File: src/armIsaPkg.sv
package armIsaPkg;

  // ==============================
  // Condition field, bits 31:28
  // ==============================
  typedef enum logic [3:0] {
    EQ = 4'h0,  // Z set
    NE = 4'h1,  // Z clear
    CS = 4'h2,  // C set
    CC = 4'h3,  // C clear
    MI = 4'h4,  // Negative
    PL = 4'h5,  // Positive or zero
    VS = 4'h6,  // Overflow
    VC = 4'h7,  // No overflow
    HI = 4'h8,  // Unsigned higher
    LS = 4'h9,  // Unsigned lower or same
    GE = 4'hA,  // Signed greater or equal
    LT = 4'hB,  // Signed less than
    GT = 4'hC,  // Signed greater than
    LE = 4'hD,  // Signed less or equal
    AL = 4'hE,  // Always
    NV = 4'hF   // Never in this core
  } cond_e;

  // Data-processing opcodes, bits 24:21
  typedef enum logic [3:0] {
    AND, EOR, SUB, RSB, ADD, ADC, SBC, RSC,
    TST, TEQ, CMP, CMN, ORR, MOV, BIC, MVN
  } aluOp_e;

  // ==============================
  // Instruction word views
  // ==============================
  typedef struct packed {
    cond_e       cond;      // 31:28
    logic [1:0]  opClass;   // 27:26
    logic        immBit;    // 25
    aluOp_e      opcode;    // 24:21
    logic        sBit;      // 20, update flags
    logic [3:0]  rn;
    logic [3:0]  rd;        // 15:12
    logic [11:0] operand2;  // Rotated imm or shifted reg
  } dpFmt_t;

  typedef struct packed {
    cond_e       cond;
    logic [1:0]  opClass;
    logic        immBit;    // Word forms use 1 for register offset
    logic        preIdx;    // P
    logic        up;        // U, add offset when set
    logic        byteBit;   // B, or immediate form for halfwords
    logic        writeBack; // W
    logic        load;      // L
    logic [3:0]  rn;
    logic [3:0]  rd;
    logic [11:0] offset;    // 7:4 hold the halfword marker
  } lsFmt_t;

  typedef union packed {
    dpFmt_t dp;
    lsFmt_t ls;
  } instrWord_u;

  // NZCV, same order as CPSR[31:28]
  typedef struct packed {
    logic n;
    logic z;
    logic c;
    logic v;
  } flags_t;

endpackage

File: src/ctrlPkg.sv
package ctrlPkg;

  // ==============================
  // Decode stage
  // ==============================
  typedef struct packed {
    logic [1:0] regSrc;    // Register file read port select
    logic [1:0] immSrc;    // Immediate extend format
    logic       aluSrc;    // 1 selects the immediate
    logic       memtoReg;
    logic       regWrite;
    logic       memWrite;
    logic       branch;
    logic       pcSrc;     // Writes R15
    logic [1:0] flagWrite; // [1] NZ, [0] CV
  } decodeCtrl_t;

  // Load/store attributes from the access decoder
  typedef struct packed {
    logic half;    // Any halfword-class transfer
    logic signB;   // LDRSB
    logic signH;   // LDRSH
    logic byteAcc;
    logic load;
    logic rType;   // Register offset, shifter needed
  } memAttr_t;

  // ==============================
  // Execute, Memory, Writeback
  // ==============================
  typedef struct packed {
    armIsaPkg::aluOp_e aluControl;
    logic              aluSrc;
    logic              branchTaken;
    logic              condEx;
  } execCtrl_t;

  // Read-data formatting for the Writeback extender
  typedef struct packed {
    logic       loadByte;
    logic [1:0] byteOffset;
    logic       halfword;
    logic       signB;
    logic       signH;
  } loadFmt_t;

  typedef struct packed {
    logic       memWrite;
    logic       memtoReg;
    logic       regWrite;
    logic       pcSrc;
    logic [3:0] byteMask;  // Store lane enables
    logic       setFlags;
    loadFmt_t   loadFmt;
  } memCtrl_t;

  typedef struct packed {
    logic     regWrite;
    logic     memtoReg;
    logic     pcSrc;
    loadFmt_t loadFmt;
  } wbCtrl_t;

  // Per-stage hazard controls
  typedef struct packed {
    logic stallE;
    logic flushE;
    logic stallM;
    logic flushM;
    logic stallW;
    logic flushW;
  } stallFlush_t;

  localparam armIsaPkg::flags_t resetFlags = '0;

endpackage

File: src/armController.sv
`timescale 1ns/1ps

module armController (
  input  logic                  clk,
  input  logic                  arstN,
  input  armIsaPkg::instrWord_u instrD,
  input  armIsaPkg::flags_t     aluFlagsE,
  input  logic [1:0]            byteAddrE,   // ALU result bits 1:0
  input  ctrlPkg::stallFlush_t  hazard,
  output ctrlPkg::decodeCtrl_t  decodeOut,
  output ctrlPkg::execCtrl_t    execOut,
  output ctrlPkg::memCtrl_t     memOut,
  output ctrlPkg::wbCtrl_t      wbOut,
  output armIsaPkg::flags_t     flagsOut,
  output logic                  pcWrPending
);

  ctrlPkg::memAttr_t memAttrD;
  armIsaPkg::aluOp_e aluControlD;
  ctrlPkg::memCtrl_t memNext;       // Gated Execute controls
  armIsaPkg::flags_t nextFlags;
  armIsaPkg::flags_t fwdFlags;

  // ==============================
  // Decode, two decoders in parallel
  // ==============================
  memAccessDecoder u_memAccessDecoder (
    .instr (instrD),
    .attr  (memAttrD)
  );

  controlDecoder u_controlDecoder (
    .instr      (instrD),
    .memAttr    (memAttrD),
    .ctrl       (decodeOut),
    .aluControl (aluControlD)
  );

  // Execute, Memory, Writeback
  executeStage u_executeStage (
    .clk        (clk),
    .arstN      (arstN),
    .decodeCtrl (decodeOut),
    .memAttr    (memAttrD),
    .aluControl (aluControlD),
    .cond       (instrD.dp.cond),
    .hazard     (hazard),
    .aluFlags   (aluFlagsE),
    .fwdFlags   (fwdFlags),
    .byteAddr   (byteAddrE),
    .execCtrl   (execOut),
    .memNext    (memNext),
    .nextFlags  (nextFlags)
  );

  memWbStage u_memWbStage (
    .clk       (clk),
    .arstN     (arstN),
    .memNext   (memNext),
    .nextFlags (nextFlags),
    .hazard    (hazard),
    .memCtrl   (memOut),
    .wbCtrl    (wbOut),
    .fwdFlags  (fwdFlags),
    .flags     (flagsOut)
  );

  // Any PC write still in D, E or M
  assign pcWrPending = decodeOut.pcSrc | memNext.pcSrc | memOut.pcSrc;

endmodule

File: src/controlDecoder.sv
`timescale 1ns/1ps

module controlDecoder (
  input  armIsaPkg::instrWord_u  instr,
  input  ctrlPkg::memAttr_t      memAttr,
  output ctrlPkg::decodeCtrl_t   ctrl,
  output armIsaPkg::aluOp_e      aluControl
);

  logic extSpace;   // Multiply and other 000 forms with bits 7 and 4 set
  logic undefWord;  // Register-offset word class with bit 4 set
  logic isMem;
  logic isDp;
  logic isBranch;
  logic testOp;     // Compare and test ops, flags only

  // ==============================
  // Instruction class
  // ==============================
  assign extSpace  = (instr.dp.opClass == 2'b00) & ~instr.dp.immBit
                   & instr.ls.offset[7] & instr.ls.offset[4];
  assign undefWord = instr.ls.immBit & instr.ls.offset[4];

  // Halfword forms live in class 00, word and byte in class 01
  assign isMem    = memAttr.half | ((instr.ls.opClass == 2'b01) & ~undefWord);
  assign isDp     = (instr.dp.opClass == 2'b00) & ~memAttr.half & ~extSpace;
  assign isBranch = (instr.dp.opClass == 2'b10);

  assign testOp = instr.dp.opcode inside {armIsaPkg::TST, armIsaPkg::TEQ,
                                          armIsaPkg::CMP, armIsaPkg::CMN};

  // ==============================
  // Main control word
  // ==============================
  always_comb begin
    ctrl       = '0;               // Coprocessor, SWI, multiply fall through as no-op
    aluControl = armIsaPkg::ADD;

    if (isMem) begin
      ctrl.regSrc   = memAttr.load ? 2'b00 : 2'b10;  // Stores read Rd on port 2
      ctrl.immSrc   = memAttr.half ? 2'b11 : 2'b01;  // Split 8-bit or 12-bit offset
      ctrl.aluSrc   = ~memAttr.rType;
      ctrl.memtoReg = memAttr.load;
      ctrl.regWrite = memAttr.load;
      ctrl.memWrite = ~memAttr.load;
      // Offset direction from U
      aluControl    = instr.ls.up ? armIsaPkg::ADD : armIsaPkg::SUB;
    end else if (isDp) begin
      ctrl.aluSrc    = instr.dp.immBit;
      ctrl.regWrite  = ~testOp;             // TST/TEQ/CMP/CMN only touch flags
      ctrl.flagWrite = {2{instr.dp.sBit}};
      aluControl     = instr.dp.opcode;
    end else if (isBranch) begin
      ctrl.regSrc = 2'b01;                  // PC as first operand
      ctrl.immSrc = 2'b10;                  // 24-bit word offset
      ctrl.aluSrc = 1'b1;
      ctrl.branch = 1'b1;
    end

    // PC written by a branch or by any result landing in R15
    ctrl.pcSrc = ctrl.branch | ((instr.dp.rd == 4'hF) & ctrl.regWrite);
  end

endmodule

File: src/executeStage.sv
`timescale 1ns/1ps

module executeStage (
  input  logic                 clk,
  input  logic                 arstN,
  input  ctrlPkg::decodeCtrl_t decodeCtrl,
  input  ctrlPkg::memAttr_t    memAttr,
  input  armIsaPkg::aluOp_e    aluControl,
  input  armIsaPkg::cond_e     cond,
  input  ctrlPkg::stallFlush_t hazard,
  input  armIsaPkg::flags_t    aluFlags,
  input  armIsaPkg::flags_t    fwdFlags,
  input  logic [1:0]           byteAddr,
  output ctrlPkg::execCtrl_t   execCtrl,
  output ctrlPkg::memCtrl_t    memNext,
  output armIsaPkg::flags_t    nextFlags
);

  ctrlPkg::decodeCtrl_t ctrlE;
  ctrlPkg::memAttr_t    attrE;
  armIsaPkg::aluOp_e    aluOpE;
  armIsaPkg::cond_e     condE;
  logic                 validE;     // Cleared by flush so a bubble never passes
  logic                 condPass;
  logic                 condEx;
  logic                 memAccess;
  logic [3:0]           byteMask;

  // ==============================
  // Execute pipeline register
  // ==============================
  always_ff @(posedge clk or negedge arstN) begin
    if (!arstN) begin
      ctrlE  <= '0;
      attrE  <= '0;
      aluOpE <= armIsaPkg::AND;
      condE  <= armIsaPkg::EQ;
      validE <= 1'b0;
    end else if (hazard.flushE) begin  // Flush beats stall
      ctrlE  <= '0;
      attrE  <= '0;
      aluOpE <= armIsaPkg::AND;
      condE  <= armIsaPkg::EQ;
      validE <= 1'b0;
    end else if (!hazard.stallE) begin
      ctrlE  <= decodeCtrl;
      attrE  <= memAttr;
      aluOpE <= aluControl;
      condE  <= cond;
      validE <= 1'b1;
    end
  end

  // ==============================
  // Condition check
  // ==============================
  always_comb begin
    case (condE)
      armIsaPkg::EQ: condPass = fwdFlags.z;
      armIsaPkg::NE: condPass = ~fwdFlags.z;
      armIsaPkg::CS: condPass = fwdFlags.c;
      armIsaPkg::CC: condPass = ~fwdFlags.c;
      armIsaPkg::MI: condPass = fwdFlags.n;
      armIsaPkg::PL: condPass = ~fwdFlags.n;
      armIsaPkg::VS: condPass = fwdFlags.v;
      armIsaPkg::VC: condPass = ~fwdFlags.v;
      armIsaPkg::HI: condPass = fwdFlags.c & ~fwdFlags.z;
      armIsaPkg::LS: condPass = ~fwdFlags.c | fwdFlags.z;
      armIsaPkg::GE: condPass = (fwdFlags.n == fwdFlags.v);
      armIsaPkg::LT: condPass = (fwdFlags.n != fwdFlags.v);
      armIsaPkg::GT: condPass = ~fwdFlags.z & (fwdFlags.n == fwdFlags.v);
      armIsaPkg::LE: condPass = fwdFlags.z | (fwdFlags.n != fwdFlags.v);
      armIsaPkg::AL: condPass = 1'b1;
      default:       condPass = 1'b0;  // NV
    endcase
  end

  assign condEx = validE & condPass;

  // New flags merge ALU result into forwarded state
  assign nextFlags.n = ctrlE.flagWrite[1] ? aluFlags.n : fwdFlags.n;
  assign nextFlags.z = ctrlE.flagWrite[1] ? aluFlags.z : fwdFlags.z;
  assign nextFlags.c = ctrlE.flagWrite[0] ? aluFlags.c : fwdFlags.c;
  assign nextFlags.v = ctrlE.flagWrite[0] ? aluFlags.v : fwdFlags.v;

  // Byte lanes from the low address bits
  assign memAccess = ctrlE.memWrite | ctrlE.memtoReg;

  always_comb begin
    if (!memAccess) begin
      byteMask = 4'b0000;
    end else if (attrE.byteAcc) begin
      byteMask = 4'b0001 << byteAddr;                  // One lane
    end else if (attrE.half) begin
      byteMask = byteAddr[1] ? 4'b1100 : 4'b0011;      // Upper or lower half
    end else begin
      byteMask = 4'b1111;                              // Full word
    end
  end

  // Outputs to the datapath
  assign execCtrl.aluControl  = aluOpE;
  assign execCtrl.aluSrc      = ctrlE.aluSrc;
  assign execCtrl.branchTaken = ctrlE.branch & condEx;
  assign execCtrl.condEx      = condEx;

  // Gated controls into the Memory register
  assign memNext.memWrite = ctrlE.memWrite & condEx;
  assign memNext.memtoReg = ctrlE.memtoReg;
  assign memNext.regWrite = ctrlE.regWrite & condEx;
  assign memNext.pcSrc    = ctrlE.pcSrc & condEx;
  assign memNext.byteMask = byteMask;
  assign memNext.setFlags = (ctrlE.flagWrite != 2'b00) & condEx;

  // Load format, only for loads
  assign memNext.loadFmt.loadByte   = ctrlE.memtoReg & attrE.byteAcc;
  assign memNext.loadFmt.byteOffset = ctrlE.memtoReg ? byteAddr : 2'b00;
  assign memNext.loadFmt.halfword   = ctrlE.memtoReg & attrE.half & ~attrE.signB;
  assign memNext.loadFmt.signB      = ctrlE.memtoReg & attrE.signB;
  assign memNext.loadFmt.signH      = ctrlE.memtoReg & attrE.signH;

endmodule

File: src/memAccessDecoder.sv
`timescale 1ns/1ps

module memAccessDecoder (
  input  armIsaPkg::instrWord_u instr,
  output ctrlPkg::memAttr_t     attr
);

  logic       class000;   // Bits 27:25 all zero
  logic       wordClass;  // LDR/STR word and byte
  logic [3:0] marker;     // Bits 7:4
  logic       halfPlain;  // LDRH/STRH
  logic       signByte;
  logic       signHalf;

  assign class000  = (instr.ls.opClass == 2'b00) & ~instr.ls.immBit;
  assign wordClass = (instr.ls.opClass == 2'b01);
  assign marker    = instr.ls.offset[7:4];

  // ==============================
  // Halfword and signed forms
  // ==============================
  assign halfPlain = class000 & (marker == 4'b1011);
  assign signByte  = class000 & instr.ls.load & (marker == 4'b1101);
  assign signHalf  = class000 & instr.ls.load & (marker == 4'b1111);

  assign attr.half  = halfPlain | signByte | signHalf;
  assign attr.signB = signByte;
  assign attr.signH = signHalf;

  // Byte lanes for B bit or LDRSB
  assign attr.byteAcc = (wordClass & instr.ls.byteBit) | signByte;
  assign attr.load    = instr.ls.load;

  // Register offset forms
  // word class uses I set, halfword class uses bit 22 clear
  assign attr.rType = (wordClass & instr.ls.immBit)
                    | (attr.half & ~instr.ls.byteBit);

endmodule

File: src/memWbStage.sv
`timescale 1ns/1ps

module memWbStage (
  input  logic                 clk,
  input  logic                 arstN,
  input  ctrlPkg::memCtrl_t    memNext,
  input  armIsaPkg::flags_t    nextFlags,
  input  ctrlPkg::stallFlush_t hazard,
  output ctrlPkg::memCtrl_t    memCtrl,
  output ctrlPkg::wbCtrl_t     wbCtrl,
  output armIsaPkg::flags_t    fwdFlags,
  output armIsaPkg::flags_t    flags
);

  armIsaPkg::flags_t flagsM;     // Flags carried with the M instruction
  armIsaPkg::flags_t flagsW;
  armIsaPkg::flags_t flagsQ;     // Architectural NZCV
  logic              setFlagsW;

  // ==============================
  // Memory register
  // ==============================
  always_ff @(posedge clk or negedge arstN) begin
    if (!arstN) begin
      memCtrl <= '0;
    end else if (hazard.flushM) begin
      memCtrl <= '0;                       // Bubble
    end else if (!hazard.stallM) begin
      memCtrl <= memNext;
    end
  end

  // ==============================
  // Writeback register
  // ==============================
  always_ff @(posedge clk or negedge arstN) begin
    if (!arstN) begin
      wbCtrl    <= '0;
      setFlagsW <= 1'b0;
    end else if (hazard.flushW) begin
      wbCtrl    <= '0;
      setFlagsW <= 1'b0;
    end else if (!hazard.stallW) begin
      wbCtrl.regWrite <= memCtrl.regWrite;
      wbCtrl.memtoReg <= memCtrl.memtoReg;
      wbCtrl.pcSrc    <= memCtrl.pcSrc;
      wbCtrl.loadFmt  <= memCtrl.loadFmt;
      setFlagsW       <= memCtrl.setFlags;
    end
  end

  // Flags travel along with the M and W instructions
  always_ff @(posedge clk) begin
    if (!hazard.stallM) begin
      flagsM <= nextFlags;
    end
    if (!hazard.stallW) begin
      flagsW <= flagsM;
    end
  end

  // Commit as the instruction leaves Writeback
  always_ff @(posedge clk or negedge arstN) begin
    if (!arstN) begin
      flagsQ <= ctrlPkg::resetFlags;
    end else if (setFlagsW && !hazard.stallW) begin
      flagsQ <= flagsW;
    end
  end

  // Youngest pending update wins
  assign fwdFlags = memCtrl.setFlags ? flagsM
                  : setFlagsW        ? flagsW
                  :                    flagsQ;

  assign flags = flagsQ;

endmodule

File: config.mk
export PLATFORM = sky130hd
export DESIGN_NAME = armController
export DESIGN_NICKNAME = d
export VERILOG_FILES = /design/src/armIsaPkg.sv /design/src/ctrlPkg.sv /design/src/armController.sv /design/src/controlDecoder.sv /design/src/executeStage.sv /design/src/memAccessDecoder.sv /design/src/memWbStage.sv
export SDC_FILE = /design/constraint.sdc
export NUM_CORES = 1
export LEC_CHECK = 0
export BUFFER_PORTS_ARGS = -buffer_cell sky130_fd_sc_hd__buf_2
export CAP_MARGIN = 30
export CORE_UTILIZATION = 23
export DETAILED_ROUTE_END_ITERATION = 12
export SLEW_MARGIN = 5
export SYNTH_ARGS = -nofsm -noshare
export SYNTH_HDL_FRONTEND = slang
export SYNTH_SLANG_ARGS = --single-unit
File: constraint.sdc
create_clock -name clk -period 2.95 [get_ports clk]
set_input_delay 0.59 -clock clk [delete_from_list [all_inputs] [get_ports clk]]
set_output_delay 0.59 -clock clk [all_outputs]
set_load 0.005 [all_outputs]
# Yosys cells after proc, flatten, opt, wreduce, memory -nomap -nowiden
# Cells that the tools add are included.
[op_classes] eq_ne=29 n_shift=1 n_reduce_logical=6 muxes=46 n_bitwise=52
[op_table] operator="equality test 4 bit (second input constant)" n=15
[op_table] operator="two-way mux 4 bit" n=13
[op_table] operator="two-way mux 15 bit" n=2
[op_table] operator="bitwise AND 1 bit" n=28
[op_table] operator="two-way mux 9 bit" n=2
[op_table] operator="equality test 4 x 3 -> 1 bit (second input constant)" n=4
[op_table] operator="two-way mux 1 bit" n=16
[op_table] operator="two-way mux 8 bit" n=2
[op_table] operator="case mux 1 bit (15 select lines)" n=1
[op_table] operator="NOT 1 bit" n=13
[op_table] operator="two-way mux 6 bit" n=2
[op_table] operator="bitwise OR 1 bit" n=11
[op_table] operator="two-way mux 2 bit" n=5
[op_table] operator="equality test 4 x 2 -> 1 bit (second input constant)" n=2
[op_table] operator="two-way mux 3 bit" n=2
[op_table] operator="!= test 2 bit (second input constant)" n=3
[op_table] operator="two-way mux 5 bit" n=1
[op_table] operator="equality test 4 x 1 -> 1 bit (second input constant)" n=1
[op_table] operator="logical NOT 4 bit" n=1
[op_table] operator="nonzero test 4 bit" n=1
[op_table] operator="left shift 1 x 2 -> 4 bit (first input constant)" n=1
[op_table] operator="equality test 2 x 1 -> 1 bit (second input constant)" n=1
[op_table] operator="equality test 2 bit (second input constant)" n=1
[op_table] operator="logical NOT 2 bit" n=1
[op_table] operator="other kinds (5)" n=5
[word_totals] input_bits=46 output_inout_bits=48 regBits=58 wordCells=180

# Longest topological paths before layout
# Gate-level depths: netlist (run 1).
[depth] word_depth=15 ltp_mapped=8 depth_no_buf=8

# Hierarchy
# From an unflattened synthesis (run 1), not the netlist that was laid out.
[unflattened] cells_unflattened=296 area_unflattened_um2=3144.3
[by_module_without_submodules] module="memWbStage" instances=1 seq_area_each_um2=965.9 area_per_inst_um2=1521.5 cells_per_inst=113
[by_module_without_submodules] module="executeStage" instances=1 seq_area_each_um2=525.5 area_per_inst_um2=1277.5 cells_per_inst=133
[by_module_without_submodules] module="controlDecoder" instances=1 seq_area_each_um2=0.0 area_per_inst_um2=229.0 cells_per_inst=33
[by_module_without_submodules] module="memAccessDecoder" instances=1 seq_area_each_um2=0.0 area_per_inst_um2=110.1 cells_per_inst=16
[by_module_without_submodules] module="armController" instances=1 seq_area_each_um2=0.0 area_per_inst_um2=6.3 cells_per_inst=1

# Worst setup path before layout (run 1)
# No wires, ideal clock.
[synth_path] kind="reg-to-output" start="register u_memWbStage.setFlagsW" end="output execOut[0] (netlist name)" path_slack_ns=0.119 stages_incl_launch_ff=9 path_buffers=2 required_time_ns=2.360 t_arrival_ns=2.241 path_cell_list="dfrtp_1 > buf_6 > mux2_4 > mux4_2 > and4_1 > a2111o_1 > nor3_4 > nor2b_1 > buf_4"
[synth_between] elab_chain_len=6 elab_cells_between_ends=14 classes_between="eq/ne: 2; mux: 3; bitwise: 9"
[synth_rtl] element="start: declaration" line="memWbStage.sv:18" text="logic setFlagsW;"
[synth_rtl] element="start signal: assignment" line="memWbStage.sv:48" text="setFlagsW <= memCtrl.setFlags;"
[synth_rtl] element="two-way mux 4 bit (*)" line="memWbStage.sv:73" text=": setFlagsW ? flagsW"
[synth_rtl] element="two-way mux 4 bit (*)" line="memWbStage.sv:72" text="assign fwdFlags = memCtrl.setFlags ? flagsM"
[synth_rtl] element="!= test 1 bit (tied with other cells)" line="executeStage.sv:70, executeStage.sv:72"
[synth_rtl] element="bitwise OR 1 bit (tied with other cells)" line="executeStage.sv:72" text="armIsaPkg::LE: condPass = fwdFlags.z | (fwdFlags.n != fwdFlags.v);"
[synth_rtl] element="case mux 1 bit (15 select lines) (*)" line="executeStage.sv:58" text="case (condE)"
[synth_rtl] element="bitwise AND 1 bit (*)" line="executeStage.sv:78" text="assign condEx = validE & condPass;"
[synth_rtl] element="end: declaration" line="armController.sv:11" text="output ctrlPkg::execCtrl_t execOut,"
# Mark *: on every way between the ends. The rest lies on a longest branch, timed or not.

# Worst setup path in the final report (run 1)
[layout_path] start="register u_memWbStage.setFlagsW" end="output pcWrPending"
[layout_between] elab_chain_len=9 elab_cells_between_ends=17 classes_between="eq/ne: 2; mux: 3; bitwise: 12"
[layout_rtl] element="two-way mux 4 bit (*)" line="memWbStage.sv:73"
[layout_rtl] element="two-way mux 4 bit (*)" line="memWbStage.sv:72"
[layout_rtl] element="!= test 1 bit (tied with other cells)" line="executeStage.sv:70, executeStage.sv:72"
[layout_rtl] element="bitwise OR 1 bit (tied with other cells)" line="executeStage.sv:72"
[layout_rtl] element="case mux 1 bit (15 select lines) (*)" line="executeStage.sv:58"
[layout_rtl] element="bitwise AND 1 bit (*)" line="executeStage.sv:78"
[layout_rtl] element="bitwise AND 1 bit (*)" line="executeStage.sv:111" text="assign memNext.pcSrc = ctrlE.pcSrc & condEx;"
[layout_rtl] element="bitwise OR 1 bit (*) (2 in series)" line="armController.sv:69" text="assign pcWrPending = decodeOut.pcSrc | memNext.pcSrc | memOut.pcSrc;"
[layout_rtl] element="end: declaration" line="armController.sv:15" text="output logic pcWrPending"
# Marks and branches as above.

==> results.md, run 1 <==
- Area share of fa/ha/maj cells after synthesis: 0%
- Num CTS Buffers: 9
- Final Power: 2.01 mW
- Largest family of logic cells by synthesized area: simple AND/OR/NAND/NOR gates
- Xor/xnor cell area share of the yosys netlist: 0.891%
- DR vias: 2557
- Total Wirelength: 7780 um
- First-pass GRT wire length: 12400 um
- Yosys reg bits: 57
- Later-pin clock latency in the skew report: 0.32 ns
- Largest reg by FF count: u_memWbStage.memCtrl
- 1st-iter DRT viols: 72
- Initial antenna violation count: 0
- GR Overflow Total: 0
- CTS Sinks: 57
- Syn Inst Count: 308
- Largest registers: u_memWbStage.memCtrl (15), u_memWbStage.wbCtrl (9), u_executeStage.ctrlE (5)
- Reg2Reg Depth: 7
- Syn Nets: 354
- Max_slew headroom: 55.7%
- Most common cell after layout, fill and taps aside: buf_2
- Simple-gate share of the synthesized area: 18.6%
- Area Overhead vs Synth: 30.8%
- Fin. Hold Viols: 0
- Antenna viol nets, final: 0
- LEAKAGE: 1.94 nW
- CP endpoint kind: primary output
- Post-synth EDFFs: 8
- Worst-Margin Slew: 0.656 ns
- Core footprint: 12300 um2
- Avg WL per Cell: 13.8 um
- Max incr delay on CP: 0.48 ns
- Row count: 40
- Pwr dens: 522 nW/um2
- Failing checks: negative setup slack
- Layout cells sized above 1: 31.5%
- Yosys cell types: 44
- Peak supply drop: 0.232 mV
- Clock-pin slew on the worst setup and hold paths: 0.05 ns
- Die Y: 115 um
- H-tree levels: 3
- DIE AREA: 13300 um2
- Clk_skew: 0.00452 ns
- Most frequent cells in the layout: buf_2 (81), nor2_1 (51), dfrtp_1 (48)
- Slowest cell on crit path: mux4_2
- Antenna Cells: 0
- Largest net degree at the start of global routing: 31
- Area post-placement: 3550 um2
- Final min period: 3.23 ns
- Worst r2r dst: u_memWbStage.memCtrl[6]
- Crit-path cells: mux2_4 -> mux4_2 -> and4_1 -> a2111o_1 -> nor3_4 -> o21ai_2 -> buf_2
- Max Freq: 310 MHz
- Worst hold path class: in2async
- CTS Hold Bufs: 0
- Crit path max-delay family: multiplexers
- Critical path arrival: 2.64 ns
- Vias in the first global route: 2390
- Reg2reg start: u_memWbStage.setFlagsW
- Outcome: finished with violations
- Final core occ: 31.4%
- Worst EP required: 2.36 ns
- Global-route usage over all layers: 12.5%
- Final #Nets: 438
- Ys Warns: 0
- FFs w/ async S/R, synth: 86.0%
- Max cap viols: 0
- Crit path from: u_memWbStage.setFlagsW
- Critical path buffer and inverter count: 1
- WS Path Type: reg2out
- Crit share post-route: 109%
- Buffer type at the clock tree root: clkbuf_16
- Mapped Area: 2950 um2
- Top cell type's share of synthesized area: 41.6%
- Non-Filler Instances: 565
- FILL cells: 1272
- Setup bufs post-CTS: 0
- Post-synth top flop: dfrtp_1
- Post-synthesis mux area share: 11.9%
- Compound-cell area share of the yosys netlist: 13.2%
- RSZ-0062 raised after global routing: true
- CTS tree: done
- Placed cells: 549
- Synth top area cells: dfrtp_1 (42%), edfxtp_1 (8.1%), mux2i_1 (7.5%)
- Vias per inst: 4.53
- Worst setup slack for register-to-register paths: 0.49 ns
- Clock Path Buffers: 2
- Setup WS post-layout: -0.278 ns
- Die Wd: 115 um
- Slew Limit Fails: 0
- Max reg flops: 15
- Remaining DRCs: 0
- Final setup viols: 3
- Synth area leader: dfrtp_1
- Hold_ws: 0.271 ns
- Pre-CTS setup slack: 0.0491 ns
- Sequential share of the synthesized area: 49.7%
- Design area: 3860 um2
- Initial Utilization: 24.0%
- Pre-Repair DR Iteration Count: 4
- Syn Area/Cell: 9.57 um2
- Crit path launch type: register
- Hpwl dp: 5780 um
- I/O Buffers: 81
- Routability cong.: 0.854
- Critical Path Fanout Max: 4
- # IOs: 94
- Fin Setup TNS: -0.825 ns
-- power breakdown --
part | internal, mW | switching (mW)
Sequential | 0.817 | 0.0187
Clock | 0.656 | 0.343
Combinational | 0.0712 | 0.106
-- layer usage --
layer  track usage, %  up-vias  part of all wire [%]
met5                0        -                     0
met4             6.84        0                   2.1
met3             2.21       13                   5.0
met2             19.4       95                    46
met1             16.5     1203                    46
li1                 -     1246                     -
-- how the worst max path moves through the flow --
stage,cells past startpoint,end,slack [ns]
floorplan,8,execOut[0],0.12
global placement,7,pcWrPending,0.06
CTS,7,pcWrPending,-0.33
detailed placement,7,pcWrPending,0.05
finish,7,pcWrPending,-0.28
global route,7,pcWrPending,-0.39
-- kinds of logic (layout without fill, tap and decap cells) --
| kind of cell | after synthesis | after routing |
|---|---|---|
| compound gates | 64 | 64 |
| xor+xnor | 3 | 3 |
| buf+inv | 36 | 125 |
| flops | 57 | 57 |
| mux | 32 | 32 |
| simple gates | 116 | 116 |
-- cell usage after synthesis (2+ instances only) --
| cell | instances |
|---|---|
| mux2i_1 | 22 |
| buf_4 | 6 |
| mux2_2 | 7 |
| nand3_1 | 5 |
| nor2b_1 | 4 |
| nand2_1 | 19 |
| and2_1 | 4 |
| buf_1 | 2 |
| mux2_4 | 2 |
| inv_1 | 15 |
| nor3_1 | 8 |
| o21ai_0 | 14 |
| o21a_1 | 2 |
| xor2_1 | 2 |
| and3_1 | 7 |
| nor4_1 | 2 |
| nand2b_1 | 8 |
| a21oi_1 | 26 |
| dfrtp_1 | 49 |
| clkbuf_1 | 12 |
| edfxtp_1 | 8 |
| o21ai_1 | 5 |
| o221ai_1 | 4 |
| o2111ai_1 | 3 |
| nor3b_1 | 2 |
| nor2_1 | 52 |
-- layout make-up --
cell class / instances / area [um2] / share of cell area (%)
Clock buffer: 14 / 284 / 7.37
Clock inverter: 2 / 10.0 / 0.260
Inverter: 15 / 56.3 / 1.46
Multi-Input combinational cell: 215 / 1330 / 34.4
Sequential cell: 57 / 1470 / 38.1
Tap cell: 168 / 210 / 5.45
Timing Repair Buffer: 94 / 503 / 13.0
-- worst reg2reg max path: cells and delay by family (launching register included) --
| family | cells | cell delay (ns) |
|---|---|---|
| multiplexers | 2 | 0.81 |
| AND/OR/NAND/NOR | 2 | 0.47 |
| AO/OA/AOI/OAI | 2 | 0.46 |
| flip-flops | 1 | 0.43 |
| buffers and inverters | 1 | 0.19 |
-- timing repair --
action                     in CTS  in global routing
resized for setup               0                  6
setup endpoints to repair       3                  4
gates cloned                    0                  0
pin swaps                       0                  4
No activity file was read; power rests on OpenSTA's default activity.
==> inputs of run 2 (changes only) <==
- CTS_BUF_LIST: unset -> sky130_fd_sc_hd__clkbuf_4
==> run 2 against run 1 <==
The flow still finishes with violations (negative setup slack); largest power group is now sequential cells; core utilization is 1.6 points lower; clock power shrank 55%; worst hold slack worse by 0.075 ns; routed wire length fell by 0.90%; global-route usage barely moved; die area stayed put; sequential share of layout area is 2.0 points higher; critical endpoint unchanged; sequential cell count unchanged; worst setup slack got worse by 0.091 ns; combinational power about the same.
==> results.md, run 2 (synthesized netlist as in run 1, its figures left out) <==
- Outcome: finished with violations
- Failing checks: negative setup slack
- Vias in the first global route: 2381 (-0.38%)
- Largest registers: u_memWbStage.memCtrl (15), u_memWbStage.wbCtrl (9), u_executeStage.ctrlE (5)
- Crit path launch type: register
- # IOs: 94 (unchanged)
- Avg WL per Cell: 13.6 um (-1.1%)
- Critical Path Fanout Max: 4 (unchanged)
- Most common cell after layout, fill and taps aside: buf_2
- Worst setup slack for register-to-register paths: 0.47 ns (-0.02 ns)
- Worst-Margin Slew: 0.643 ns (-0.0129 ns)
- Largest reg by FF count: u_memWbStage.memCtrl
- Clk_skew: 0.0159 ns (+0.0114 ns)
- DR vias: 2534 (-0.90%)
- FILL cells: 1291 (+1.5%)
- Initial antenna violation count: 1 (+1)
- Crit path from: u_memWbStage.setFlagsW
- DIE AREA: 13300 um2 (unchanged)
- CTS tree: done
- Worst EP required: 2.36 ns (about the same)
- Clock-pin slew on the worst setup and hold paths: 0.09 ns (+0.04 ns)
- Worst hold path class: in2async
- Largest net degree at the start of global routing: 31 (unchanged)
- Max reg flops: 15 (unchanged)
- Global-route usage over all layers: 12.4% (-0.047 points)
- Remaining DRCs: 0 (unchanged)
- H-tree levels: 3 (unchanged)
- Setup bufs post-CTS: 0 (unchanged)
- Vias per inst: 4.48 (-1.1%)
- Pwr dens: 399 nW/um2 (-24%)
- Critical path arrival: 2.73 ns (+0.09 ns)
- Fin. Hold Viols: 0 (unchanged)
- 1st-iter DRT viols: 81 (+13%)
- CP endpoint kind: primary output
- Layout cells sized above 1: 30.7% (-0.76 points)
- Final #Nets: 438 (unchanged)
- RSZ-0062 raised after global routing: true
- Max cap viols: 0 (unchanged)
- Max incr delay on CP: 0.47 ns (about the same)
- Final core occ: 29.9% (-1.6 points)
- Peak supply drop: 0.114 mV (-51%)
- Crit-path cells: mux2_4 -> mux4_2 -> and4_1 -> a2111o_1 -> nor3_4 -> o21ai_2 -> buf_2
- Slowest cell on crit path: mux4_2
- Setup WS post-layout: -0.369 ns (-0.0907 ns)
- CTS Sinks: 57 (unchanged)
- Clock Path Buffers: 2 (unchanged)
- Worst r2r dst: u_memWbStage.memCtrl[12]
- Placed cells: 549 (unchanged)
- Most frequent cells in the layout: buf_2 (81), nor2_1 (51), dfrtp_1 (48)
- First-pass GRT wire length: 12400 um (-0.39%)
- GR Overflow Total: 0 (unchanged)
- Later-pin clock latency in the skew report: 0.40 ns (+0.08 ns)
- Final setup viols: 3 (unchanged)
- Reg2Reg Depth: 7 (unchanged)
- CTS Hold Bufs: 0 (unchanged)
- Antenna viol nets, final: 0 (unchanged)
- Routability cong.: 0.854 (unchanged)
- Max Freq: 301 MHz (-2.7%)
- Total Wirelength: 7710 um (-0.90%)
- LEAKAGE: 1.85 nW (-4.6%)
- I/O Buffers: 81 (unchanged)
- Die Y: 115 um (unchanged)
- Setup crit end: pcWrPending
- Area Overhead vs Synth: 24.3%
- Final min period: 3.32 ns (+0.0907 ns)
- Pre-Repair DR Iteration Count: 4 (unchanged)
- Core footprint: 12300 um2 (unchanged)
- WS Path Type: reg2out
- Initial Utilization: 24.0% (unchanged)
- Max_slew headroom: 56.6% (+0.87 points)
- Die Wd: 115 um (unchanged)
- Buffer type at the clock tree root: clkbuf_4
- Non-Filler Instances: 566 (+0.18%)
- Hpwl dp: 5780 um (unchanged)
- Crit share post-route: 113% (+3.1 points)
- Slew Limit Fails: 0 (unchanged)
- Num CTS Buffers: 9 (unchanged)
- Row count: 40 (unchanged)
- Reg2reg start: u_memWbStage.setFlagsW
-- run 2: changes by cell type in the layout (fill, tap and decap cells not counted) --
cell | previous run | this run
diode_2 | 0 | 1
clkbuf_8 | 4 | 0
clkbuf_1 | 1 | 0
clkbuf_16 | 9 | 0
clkbuf_4 | 0 | 10
clkinv_1 | 0 | 4
-- run 2: how the worst min path moves through the flow --
stage                                           to  slack (ns)  cells past startpoint
after global placement    u_memWbStage.memCtrl[10]        0.47                      2
after detailed placement   u_memWbStage.memCtrl[9]        0.47                      2
final                       u_memWbStage.wbCtrl[7]        0.20                      1
after CTS                   u_memWbStage.wbCtrl[7]        0.18                      1
after global routing        u_memWbStage.wbCtrl[7]        0.19                      1
after floorplan           u_executeStage.aluOpE[0]        0.29                      0
-- run 2: layout make-up --
type                            instances  area, um2  area share (%)
Clock inverter                          6       25.0           0.683
Antenna cell                            1       2.50          0.0683
Clock buffer                           10       75.1            2.05
Inverter                               15       56.3            1.54
Tap cell                              168        210            5.74
Timing Repair Buffer                   94        503            13.7
Multi-Input combinational cell        215       1330            36.2
Sequential cell                        57       1470            40.0
-- run 2: what timing repair did --
item,in CTS,in global routing
setup endpoints to repair,3,4
gates resized for setup,0,6
hold endpoints to repair,0,0
pin swaps,0,4
-- run 2: stage by stage --
step           TNS, ns  hold WS (ns)  total power, mW  worst slack (ns)  cell area, um2
2_1_floorplan        0         0.294            0.940             0.119            2950
3_3_place_gp         0         0.468             1.02            0.0624            3550
3_5_place_dp         0         0.472             1.03            0.0491            3550
4_1_cts          -1.23         0.184             1.49            -0.422            3650
5_1_grt          -1.50         0.194             1.55            -0.504            3660
6_report         -1.10         0.196             1.46            -0.369            3660
-- run 2: where the power goes --
group	total (mW)	switching, mW	internal, mW	leakage [nW]
clock network	0.451	0.282	0.169	0.0601
logic	0.178	0.107	0.0712	1.03
registers	0.833	0.0186	0.814	0.755
total	1.46	0.408	1.05	1.85
-- run 2: per-layer routing --
metal | global-route usage [%] | vias to the layer above | share of wire, %
met5 | 0 | - | 0
met4 | 5.45 | 0 | 1.7
met3 | 3.32 | 7 | 4.9
met2 | 19.0 | 83 | 46
met1 | 16.4 | 1197 | 48
li1 | - | 1247 | -
-- run 2: critical path: cells and delay by family (launching register included) --
kind,cells,cell delay [ns]
flip-flops,1,0.45
buffers and inverters,1,0.13
AO/OA/AOI/OAI,2,0.46
AND/OR/NAND/NOR,2,0.49
multiplexers,2,0.79
